--- src/verilog/ascon_pkg.sv ---
package ascon_pkg;

   //////////////////////////////////////////////////
   // Sizes
   //////////////////////////////////////////////////

   localparam int STATE_W      = 320;
   localparam int LANE_W       = 64;
   localparam int BLOCK_BYTES  = 8;
   localparam int MAX_CT_BYTES = 32;
   localparam int CT_W         = MAX_CT_BYTES * 8;
   localparam int NUM_BLOCKS   = MAX_CT_BYTES / BLOCK_BYTES;
   localparam int LEN_W        = 6;
   // One extra bit so the index can step past the last full block
   localparam int BIDX_W       = $clog2(NUM_BLOCKS) + 1;

   //////////////////////////////////////////////////
   // Permutation constants
   //////////////////////////////////////////////////

   localparam int ROUNDS = 6;
   localparam int RND_W  = $clog2(ROUNDS);

   // Entry 0 is the first round
   localparam logic [ROUNDS-1:0][7:0] ROUND_CONST = {
      8'h4b, 8'h5a, 8'h69, 8'h78, 8'h87, 8'h96
   };

   localparam logic [7:0] PAD_BYTE = 8'h80;

   // Block walk FSM encoding
   localparam int FSM_W = 2;
   localparam logic [FSM_W-1:0] ST_IDLE    = 2'd0;
   localparam logic [FSM_W-1:0] ST_ABSORB  = 2'd1;
   localparam logic [FSM_W-1:0] ST_PERMUTE = 2'd2;
   localparam logic [FSM_W-1:0] ST_FINISH  = 2'd3;

   //////////////////////////////////////////////////
   // Types
   //////////////////////////////////////////////////

   // x0 is the rate lane and sits at the top
   typedef struct packed {
      logic [LANE_W-1:0] x0;
      logic [LANE_W-1:0] x1;
      logic [LANE_W-1:0] x2;
      logic [LANE_W-1:0] x3;
      logic [LANE_W-1:0] x4;
   } lanes_t;

   typedef union packed {
      logic [STATE_W-1:0] raw;
      lanes_t             lanes;
   } state_t;

   typedef struct packed {
      logic [CT_W-1:0]  ct;
      logic [LEN_W-1:0] len;
      state_t           state;
   } ct_req_t;

   typedef struct packed {
      logic [CT_W-1:0] pt;
      state_t          state;
   } ct_result_t;

endpackage

--- src/verilog/ascon_ct_decrypt.sv ---
module ascon_ct_decrypt (
   input  logic                  clk,
   input  logic                  rst,
   input  logic                  start,
   input  ascon_pkg::ct_req_t    req,
   output logic                  busy,
   output logic                  done,
   output ascon_pkg::ct_result_t result
);

   logic [ascon_pkg::FSM_W-1:0] fsm;

   // Captured request; its state field is the working state
   ascon_pkg::ct_req_t work_q;

   logic [ascon_pkg::BIDX_W-1:0] idx;
   logic [ascon_pkg::BIDX_W-1:0] full_blocks;

   logic [ascon_pkg::NUM_BLOCKS-1:0][ascon_pkg::LANE_W-1:0] acc;
   logic [ascon_pkg::NUM_BLOCKS-1:0][ascon_pkg::LANE_W-1:0] ct_blocks;

   logic [ascon_pkg::LANE_W-1:0] cur_block;
   logic [ascon_pkg::LANE_W-1:0] pt_block;
   logic [ascon_pkg::LANE_W-1:0] new_lane;
   logic [3:0]                   nbytes;

   ascon_pkg::state_t st_abs;
   ascon_pkg::state_t perm_out;

   logic accept;
   logic full_block;
   logic perm_start;
   logic perm_done;

   assign busy   = (fsm != ascon_pkg::ST_IDLE);
   assign accept = start && !busy;

   //////////////////////////////////////////////////
   // Current block
   //////////////////////////////////////////////////

   assign ct_blocks   = work_q.ct;
   assign full_blocks = work_q.len[ascon_pkg::LEN_W-1:3];
   assign full_block  = (idx < full_blocks);
   assign nbytes      = full_block ? 4'(ascon_pkg::BLOCK_BYTES) : {1'b0, work_q.len[2:0]};

   // Index past the last slot only occurs with nbytes zero
   assign cur_block = ct_blocks[idx[ascon_pkg::BIDX_W-2:0]];

   ct_absorb u_absorb (
      .lane_in  (work_q.state.lanes.x0),
      .block    (cur_block),
      .nbytes   (nbytes),
      .pt_block (pt_block),
      .lane_out (new_lane)
   );

   always_comb begin
      st_abs.raw      = work_q.state.raw;
      st_abs.lanes.x0 = new_lane;
   end

   assign perm_start = (fsm == ascon_pkg::ST_ABSORB) && full_block;

   ascon_perm u_perm (
      .clk        (clk),
      .rst        (rst),
      .perm_start (perm_start),
      .perm_in    (st_abs),
      .perm_done  (perm_done),
      .perm_out   (perm_out)
   );

   //////////////////////////////////////////////////
   // Block walk FSM
   //////////////////////////////////////////////////

   always_ff @(posedge clk or negedge rst) begin
      if (!rst) begin
         fsm    <= ascon_pkg::ST_IDLE;
         idx    <= '0;
         done   <= 1'b0;
         result <= '0;
      end else begin
         done <= 1'b0;
         case (fsm)
            ascon_pkg::ST_IDLE: begin
               if (accept) begin
                  fsm <= ascon_pkg::ST_ABSORB;
                  idx <= '0;
               end
            end
            ascon_pkg::ST_ABSORB: begin
               if (full_block) begin
                  fsm <= ascon_pkg::ST_PERMUTE;
                  idx <= idx + 1'b1;
               end else begin
                  fsm <= ascon_pkg::ST_FINISH;
               end
            end
            ascon_pkg::ST_PERMUTE: begin
               if (perm_done) begin
                  fsm <= ascon_pkg::ST_ABSORB;
               end
            end
            ascon_pkg::ST_FINISH: begin
               result.pt    <= acc;
               result.state <= work_q.state;
               done         <= 1'b1;
               fsm          <= ascon_pkg::ST_IDLE;
            end
            default: fsm <= ascon_pkg::ST_IDLE;
         endcase
      end
   end

   //////////////////////////////////////////////////
   // Working state and plaintext accumulator
   //////////////////////////////////////////////////

   always_ff @(posedge clk) begin
      if (accept) begin
         work_q <= req;
         acc    <= '0;
      end else if (fsm == ascon_pkg::ST_ABSORB) begin
         if (!idx[ascon_pkg::BIDX_W-1]) begin
            acc[idx[ascon_pkg::BIDX_W-2:0]] <= pt_block;
         end
         // Full blocks hand the absorbed state to the permutation instead
         if (!full_block) begin
            work_q.state <= st_abs;
         end
      end else if (fsm == ascon_pkg::ST_PERMUTE && perm_done) begin
         work_q.state <= perm_out;
      end
   end

   a_len_range : assert property (
      @(posedge clk) disable iff (!rst) accept |-> (req.len <= ascon_pkg::MAX_CT_BYTES)
   );

   a_done_idle_perm : assert property (
      @(posedge clk) disable iff (!rst) done |-> !u_perm.running
   );

endmodule

--- src/verilog/ascon_perm.sv ---
module ascon_perm (
   input  logic              clk,
   input  logic              rst,
   input  logic              perm_start,
   input  ascon_pkg::state_t perm_in,
   output logic              perm_done,
   output ascon_pkg::state_t perm_out
);

   ascon_pkg::state_t st_q;
   ascon_pkg::state_t round_in;
   ascon_pkg::state_t round_out;

   logic [ascon_pkg::RND_W-1:0] rnd;
   logic                        running;
   logic                        last_round;

   // First round works straight off the input
   assign round_in   = perm_start ? perm_in : st_q;
   assign last_round = running && (rnd == ascon_pkg::RND_W'(ascon_pkg::ROUNDS - 1));

   ascon_round u_round (
      .state_in  (round_in),
      .rc        (ascon_pkg::ROUND_CONST[rnd]),
      .state_out (round_out)
   );

   //////////////////////////////////////////////////
   // Round counter
   //////////////////////////////////////////////////

   always_ff @(posedge clk or negedge rst) begin
      if (!rst) begin
         running   <= 1'b0;
         rnd       <= '0;
         perm_done <= 1'b0;
      end else begin
         perm_done <= last_round;
         if (perm_start) begin
            running <= 1'b1;
            rnd     <= ascon_pkg::RND_W'(1);
         end else if (last_round) begin
            running <= 1'b0;
            rnd     <= '0;
         end else if (running) begin
            rnd <= rnd + 1'b1;
         end
      end
   end

   always_ff @(posedge clk) begin
      if (perm_start || running) begin
         st_q <= round_out;
      end
   end

   // Holds the final state once perm_done fires
   assign perm_out = st_q;

   // Controller must wait for perm_done before the next block
   a_no_restart : assert property (
      @(posedge clk) disable iff (!rst) perm_start |-> !running
   );

endmodule

--- src/verilog/ascon_round.sv ---
module ascon_round (
   input  ascon_pkg::state_t state_in,
   input  logic [7:0]        rc,
   output ascon_pkg::state_t state_out
);

   // Rotate right by two amounts and fold into the lane
   function automatic logic [63:0] diffuse(input logic [63:0] x, input int r0, input int r1);
      logic [63:0] rot0;
      logic [63:0] rot1;
      rot0 = (x >> r0) | (x << (64 - r0));
      rot1 = (x >> r1) | (x << (64 - r1));
      return x ^ rot0 ^ rot1;
   endfunction

   logic [63:0] a0, a1, a2, a3, a4;
   logic [63:0] b0, b1, b2, b3, b4;
   logic [63:0] c0, c1, c2, c3, c4;

   // Constant addition plus the S-box input mixing
   assign a0 = state_in.lanes.x0 ^ state_in.lanes.x4;
   assign a1 = state_in.lanes.x1;
   assign a2 = state_in.lanes.x2 ^ {56'd0, rc} ^ state_in.lanes.x1;
   assign a3 = state_in.lanes.x3;
   assign a4 = state_in.lanes.x4 ^ state_in.lanes.x3;

   // Chi-like core of the bitsliced S-box
   assign b0 = a0 ^ (~a1 & a2);
   assign b1 = a1 ^ (~a2 & a3);
   assign b2 = a2 ^ (~a3 & a4);
   assign b3 = a3 ^ (~a4 & a0);
   assign b4 = a4 ^ (~a0 & a1);

   // S-box output mixing
   assign c0 = b0 ^ b4;
   assign c1 = b1 ^ b0;
   assign c2 = ~b2;
   assign c3 = b3 ^ b2;
   assign c4 = b4;

   //////////////////////////////////////////////////
   // Linear diffusion
   //////////////////////////////////////////////////

   assign state_out.lanes.x0 = diffuse(c0, 19, 28);
   assign state_out.lanes.x1 = diffuse(c1, 61, 39);
   assign state_out.lanes.x2 = diffuse(c2, 1, 6);
   assign state_out.lanes.x3 = diffuse(c3, 10, 17);
   assign state_out.lanes.x4 = diffuse(c4, 7, 41);

endmodule

--- src/verilog/ct_absorb.sv ---
module ct_absorb (
   input  logic [ascon_pkg::LANE_W-1:0] lane_in,
   input  logic [ascon_pkg::LANE_W-1:0] block,
   input  logic [3:0]                   nbytes,
   output logic [ascon_pkg::LANE_W-1:0] pt_block,
   output logic [ascon_pkg::LANE_W-1:0] lane_out
);

   // Lane bytes below the taken ones
   logic [3:0] gap;
   logic [6:0] gap_bits;

   logic [ascon_pkg::LANE_W-1:0] take_mask;
   logic [ascon_pkg::LANE_W-1:0] blk_aligned;
   logic [ascon_pkg::LANE_W-1:0] pad_word;
   logic [ascon_pkg::LANE_W-1:0] pad;
   logic [ascon_pkg::LANE_W-1:0] mixed;

   assign gap      = 4'(ascon_pkg::BLOCK_BYTES) - nbytes;
   assign gap_bits = {gap, 3'b000};

   //////////////////////////////////////////////////
   // Byte alignment
   //////////////////////////////////////////////////

   // Low bytes of the block line up with the top of the lane
   assign blk_aligned = block << gap_bits;

   // Shift by the full lane width clears the mask
   assign take_mask = {ascon_pkg::LANE_W{1'b1}} << gap_bits;

   // Pad byte goes just under the last taken byte
   assign pad_word = {{(ascon_pkg::LANE_W - 8){1'b0}}, ascon_pkg::PAD_BYTE};
   assign pad      = (nbytes < 4'(ascon_pkg::BLOCK_BYTES)) ?
                     (pad_word << (gap_bits - 7'd8)) : '0;

   //////////////////////////////////////////////////
   // Outputs
   //////////////////////////////////////////////////

   assign mixed = blk_aligned ^ lane_in;

   // Back to the ciphertext byte positions with zeros from nbytes up
   assign pt_block = (mixed & take_mask) >> gap_bits;

   assign lane_out = ((lane_in & ~take_mask) | (blk_aligned & take_mask)) ^ pad;

endmodule
--- config.mk ---
export PLATFORM = sky130hd
export DESIGN_NAME = ascon_ct_decrypt
export DESIGN_NICKNAME = d
export VERILOG_FILES = /design/src/verilog/ascon_pkg.sv /design/src/verilog/ascon_ct_decrypt.sv /design/src/verilog/ascon_perm.sv /design/src/verilog/ascon_round.sv /design/src/verilog/ct_absorb.sv
export SDC_FILE = /design/constraint.sdc
export NUM_CORES = 2
export LEC_CHECK = 0
export ABC_CLOCK_PERIOD_IN_PS = 16300
export BUFFER_PORTS_ARGS = -buffer_cell sky130_fd_sc_hd__buf_2
export CORE_ASPECT_RATIO = 0.9
export CORE_MARGIN = 2
export CORE_UTILIZATION = 35
export CTS_BUF_LIST = sky130_fd_sc_hd__clkbuf_2
export CTS_CLUSTER_SIZE = 8
export DETAILED_ROUTE_END_ITERATION = 16
export GPL_TIMING_DRIVEN = 0
export SLEW_MARGIN = 20
export SYNTH_ARGS = -nofsm -noshare
export SYNTH_HDL_FRONTEND = slang
export SYNTH_SLANG_ARGS = --single-unit
export TNS_END_PERCENT = 50
--- constraint.sdc ---
create_clock -name clk -period 16.3 [get_ports clk]
set_clock_uncertainty 0.05 [all_clocks]
set_input_delay 2.445 -clock clk [delete_from_list [all_inputs] [get_ports clk]]
set_output_delay 2.445 -clock clk [all_outputs]
set_load 0.01 [all_outputs]
==> Word-level counts from Yosys, hierarchy flattened <==
Memories as Yosys holds them, arrays and structs flattened.
Cells that the tools add are included.
{ "totals": {"reg_bits": 1745, "rom_bits": 64, "in_bits": 585, "out_inout_bits": 578, "mem_count": 1} }
{ "memory_table": {"columns": ["name", "depth", "word_bits", "rd", "rd_clocked_by_memory_dff", "write_ports", "line_no", "source"], "rows": [
  ["(no name shown)", 8, 8, 1, 0, 0, "ascon_perm.sv:24", ".rc (ascon_pkg::ROUND_CONST[rnd]),"]
]} }
{ "classes": {"add_sub_neg": 4, "magnitude_cmp": 5, "eq_ne": 9, "shift": 4, "muxes": 26, "n_bitwise": 51, "n_reduce_logical": 19} }
{ "ops": {"columns": ["op", "n"], "rows": [
  ["2-to-1 mux 320 bit", 5],
  ["bitwise XOR 64 bit", 23],
  ["bitwise AND 64 bit", 8],
  ["inverter 64 bit", 7],
  ["bitwise mux 256 bit", 1],
  ["2-to-1 mux 64 bit", 3],
  ["binary-select mux 64 bit (select 2 bit)", 1],
  ["demux 64 bit (select 2 bit)", 1],
  ["bitwise OR 23 x 64 -> 64 bit", 1],
  ["bitwise OR 25 x 64 -> 64 bit", 1],
  ["bitwise OR 3 x 64 -> 64 bit", 1],
  ["bitwise OR 36 x 64 -> 64 bit", 1],
  ["bitwise OR 45 x 64 -> 64 bit", 1],
  ["bitwise OR 47 x 64 -> 64 bit", 1],
  ["bitwise OR 54 x 64 -> 64 bit", 1],
  ["bitwise OR 57 x 64 -> 64 bit", 1],
  ["bitwise OR 58 x 64 -> 64 bit", 1],
  ["bitwise OR 63 x 64 -> 64 bit", 1],
  ["bitwise OR 64 bit", 1],
  ["<< shifter 64 x 7 -> 64 bit", 1],
  ["<< shifter 64 x 7 -> 64 bit (first input constant)", 1],
  ["<< shifter 8 x 7 -> 64 bit (first input constant)", 1],
  ["right shift 64 x 7 -> 64 bit", 1],
  ["bitwise XOR 64 x 8 -> 64 bit", 1],
  ["30 further kinds", 53]
]} }

==> Logic depth before layout (Yosys ltp) <==
{ "depth": {"ltp_word": 18, "depth_mapped": 24, "ltp_nobuf": 17} }

==> Hierarchy <==
A second synthesis with hierarchy kept.
{ "unflattened": {"cells_unflattened": 8442, "area_unflattened_um2": 91336.3} }
{ "by_module_without_submodules": {"columns": ["mod", "n_inst", "cells_per_inst", "area_per_inst_um2", "seq_area_each_um2"], "rows": [
  ["ascon_ct_decrypt", 1, 5396, 54813.8, 37165.6],
  ["ascon_round", 1, 1545, 16111.7, 0.0],
  ["ascon_perm", 1, 704, 14745.4, 9734.3],
  ["ct_absorb", 1, 797, 5665.4, 0.0]
]} }

==> Worst setup path after synthesis <==
No wires, ideal clock.
{ "synth_timing": {"path_kind": "input -> register", "from": "in start", "to": "reg work_q, in the netlist st_abs[0] (enable)", "setup_ns": 0.878, "arrival_ns": 13.147, "required_ns": 15.372, "slack_ns": 2.225, "path_stages": 2, "path_buffers": 0, "cell_sequence": "mux2i_1 nor2_1"} }
{ "synth_via": {"elab_chain_cells": 3, "elab_cells_between_ends": 4, "cone_classes": "1 x eq/ne; 3 x reduce/logical"} }
{ "synth_rtl": {"columns": ["item", "line_no", "source"], "rows": [
  ["from (decl)", "ascon_ct_decrypt.sv:4", "input logic start,"],
  ["logical AND 1 bit (*)", "ascon_ct_decrypt.sv:36", "assign accept = start && !busy;"],
  ["inequality test 2 bit (no line) / nonzero test 2 bit (equally long branches)", null, null],
  ["AND reduction 2 bit (no line) (*)", null, null],
  ["to (signal assigned)", "ascon_ct_decrypt.sv:123", "work_q <= req;"],
  ["to (decl)", "ascon_ct_decrypt.sv:14", "ascon_pkg::ct_req_t work_q;"]
]} }
Mark *: on every way between the ends. The rest lies on a longest branch, timed or not.
A chain may end at the register's enable or synchronous reset.

==> results.cfg <==
[status]
status = finished clean

[grt]
grt_pass1_vias = 79510
track_usage = 0.4362
grt_max_degree = 92
gr-total-overflow = 0
grt_pass1_wl_um = 746500
antenna_found_initial = 93

[cts]
clk_pin_slew_ns = 0.12
cts.repair.resized = 0
clk_latency_ns = 1.93
post_cts_buffers = 0
cts_hold_buffers = 0
htree_levels = 5
cts_root_buf = clkbuf_2
clkSinkCount = 1745
cts_buffers = 462
tritoncts = built
clock_path_buffers = 4

[worst_hold_path]
hold_depth = 2
min-delay-start = acc[23]$_SDFFE_PP0P_
min_path_type = register to register
min_to = result[343]$_DFFE_PN0P_

[final_layout]
mostFrequentLayoutCells = nand2_1 (2888), buf_2 (1230), edfxtp_1 (902), clkbuf_2 (764), xnor2_1 (729)
final_common_cell = nand2_1
fill_cells = 25390
syn_to_final_growth_pct = 20.24
layout.nets = 11380
utilization = 0.4242
layout-drive-gt1-share = 0.2290
instances_no_fill = 14450

[placement]
io_buffers = 1162
dpl.cell_count = 13550
post-dp-hpwl_um = 483700
preCtsSetupSlack_ns = 5.270
place_congestion = 1.048

[sta]
worstMarginPinSlew_ns = 1.368
finalHoldViolations = 0
period_needed_ns = 11.52
whs_ns = 0.2545
setup_viol = 0
period_share = 0.7070
rsz0062_at_grt = no
setup_slack_ns = 4.776
fmax_ghz = 0.08678
slew_headroom = 0.08214
drv_slew = 0

[floorplan]
die_area_um2 = 259200
fp-row-count = 175
num_io_pins = 1163
core_um2 = 253100
dieWidth_um = 536.4
initial_core_util = 0.3528
die_h_um = 483.2

[synth]
ys_ff_latch = 1745
synth_mux_area_frac = 0.04538
avgSynthCellArea_um2 = 10.04
synth_top_family_by_area = simple AND/OR/NAND/NOR gates
ys_async_sr_fraction = 0.3364
yosys_warnings = 0
synthTopCellsByArea = edfxtp_1 (30%), dfrtp_1 (16%), nand2_1 (12%)
synthXorXnorAreaFrac = 0.1233
synth-simple-area-share = 0.1711
syn-num-nets = 9621
synthAdderAreaFrac = 0.02608
synth.top_cell.area_share = 0.3033
synth_edf_count = 902
ys_seq_area_frac = 0.5252
synthesis.area_um2 = 89300
synth-compound-area-share = 0.08163
synth_top_area_cell = edfxtp_1
syn_inst = 8894
ys_types = 104
synth_flop_cell = edfxtp_1

[drt]
antenna_left = 0
routed_wl_um = 582700
drtIter0Drc = 12580
vias_per_cell = 5.878
drc = 0
firstDrtPassIters = 9
wl_per_cell_um = 40.33
dr_total_vias = 84930

[run]
maxCapViolCount = 0

[setup_path]
critPathCaptureType = register
path_buf_inv = 7
cp_max_fo = 10
critPathLaunchType = register
cp_common_cell = clkbuf_1
required_ns = 17.67
cpLargestDelayFamily = buffers and inverters
r2r_start = idx[1]$_DFFE_PN0P_
path_class = register to register
cp_cell_sequence = ha_1, nand2_1, o21ai_1, buf_2, buf_2, buf_2, clkbuf_1, nand2_1, ha_1, clkbuf_1, clkbuf_1, clkbuf_1, o211ai_1, nor4_4, o31ai_4, xnor2_2, xor2_1, xnor2_2, xnor2_1, xnor2_1
slowest_delay_ns = 1.04
crit_slowest_cell = xnor2_1
r2r_slack_ns = 4.78
rr_endpoint = u_perm.perm_out[192]$_DFFE_PP_
arrival_ns = 12.89
reg2reg_depth = 20
cell usage after synthesis (59+ instances only):
cell type	n
inv_1	76
clkbuf_1	384
mux4_2	70
ha_1	142
buf_2	62
nand3_1	415
xor2_1	292
edfxtp_1	902
a21oi_1	227
xnor2_1	830
a22oi_1	135
mux2i_1	235
nor2_1	251
o21ai_0	291
dfrtp_1	587
dfxtp_1	256
nor3_1	59
nand2_1	2888
registers in the layout, indices dropped and copies added (netlist names), 2 cells and up:
signal / count
work_q: 67
full_blocks: 3
idx: 3
ct_blocks: 256
st_abs: 256
u_perm.perm_out: 320
result: 576
acc: 256
u_perm.rnd: 3
fsm: 2
tightest hold or removal path: stages (launching register included):
cell	delay (ns)
dfxtp_1	0.33
nand2_1	0.06
nand2_1	0.04
kinds of logic after synthesis:
logic type	Yosys count
xor+xnor	1181
fa+ha+maj	197
compound gates	1087
mux	316
buf+inv	594
flops	1745
simple gates	3774
layout make-up:
type | count | area [um^2] | area share
antenna | 43 | 107.6 | 0.001002
buffer | 513 | 2195 | 0.02044
clock buffer | 723 | 3618 | 0.03370
clock inverter | 132 | 673.1 | 0.006269
inverter | 81 | 304.0 | 0.002832
multi-input combinational | 6555 | 41270 | 0.3844
sequential | 1745 | 46900 | 0.4368
tap | 3363 | 4208 | 0.03919
timing repair buffer | 1295 | 8097 | 0.07540
stage by stage:
step / instance area (um^2) / TNS, ns
final: 107400 / 0
after global routing: 107300 / 0
after CTS: 107200 / 0
after detailed placement: 102900 / 0
after global placement: 99320 / -3394.78
after floorplan: 89300 / 0
how the worst max path moves through the flow:
| stage | startpoint | end | slack, ns | cells past startpoint |
|---|---|---|---|---|
| 2_1_floorplan | start | st_abs[0]$_DFFE_PP_ | 2.23 | 2 |
| 3_3_place_gp | idx[1]$_DFFE_PN0P_ | u_perm.perm_out[35]$_DFFE_PP_ | -5.90 | 8 |
| 6_report | idx[1]$_DFFE_PN0P_ | u_perm.perm_out[192]$_DFFE_PP_ | 4.78 | 20 |
| 3_5_place_dp | idx[2]$_DFFE_PN0P_ | u_perm.perm_out[193]$_DFFE_PP_ | 5.27 | 19 |
| 4_1_cts | idx[2]$_DFFE_PN0P_ | u_perm.perm_out[193]$_DFFE_PP_ | 5.20 | 19 |
| 5_1_grt | idx[1]$_DFFE_PN0P_ | acc[65]$_SDFFE_PP0P_ | 5.16 | 21 |
routing by layer:
metal / part of all wire / global-route usage / routed length (um) / up-vias
met5: 0.0012 / 0.008525 / 716 / -
met1: 0.42 / 0.6160 / 247200 / 43340
li1: - / - / - / 34230
met4: 0.047 / 0.1790 / 27520 / 58
met3: 0.13 / 0.1467 / 72860 / 1072
met2: 0.40 / 0.6047 / 234500 / 6239
Power is not shown: default switching activity piles up to over one toggle a cycle in this logic, so the estimate is an artifact.
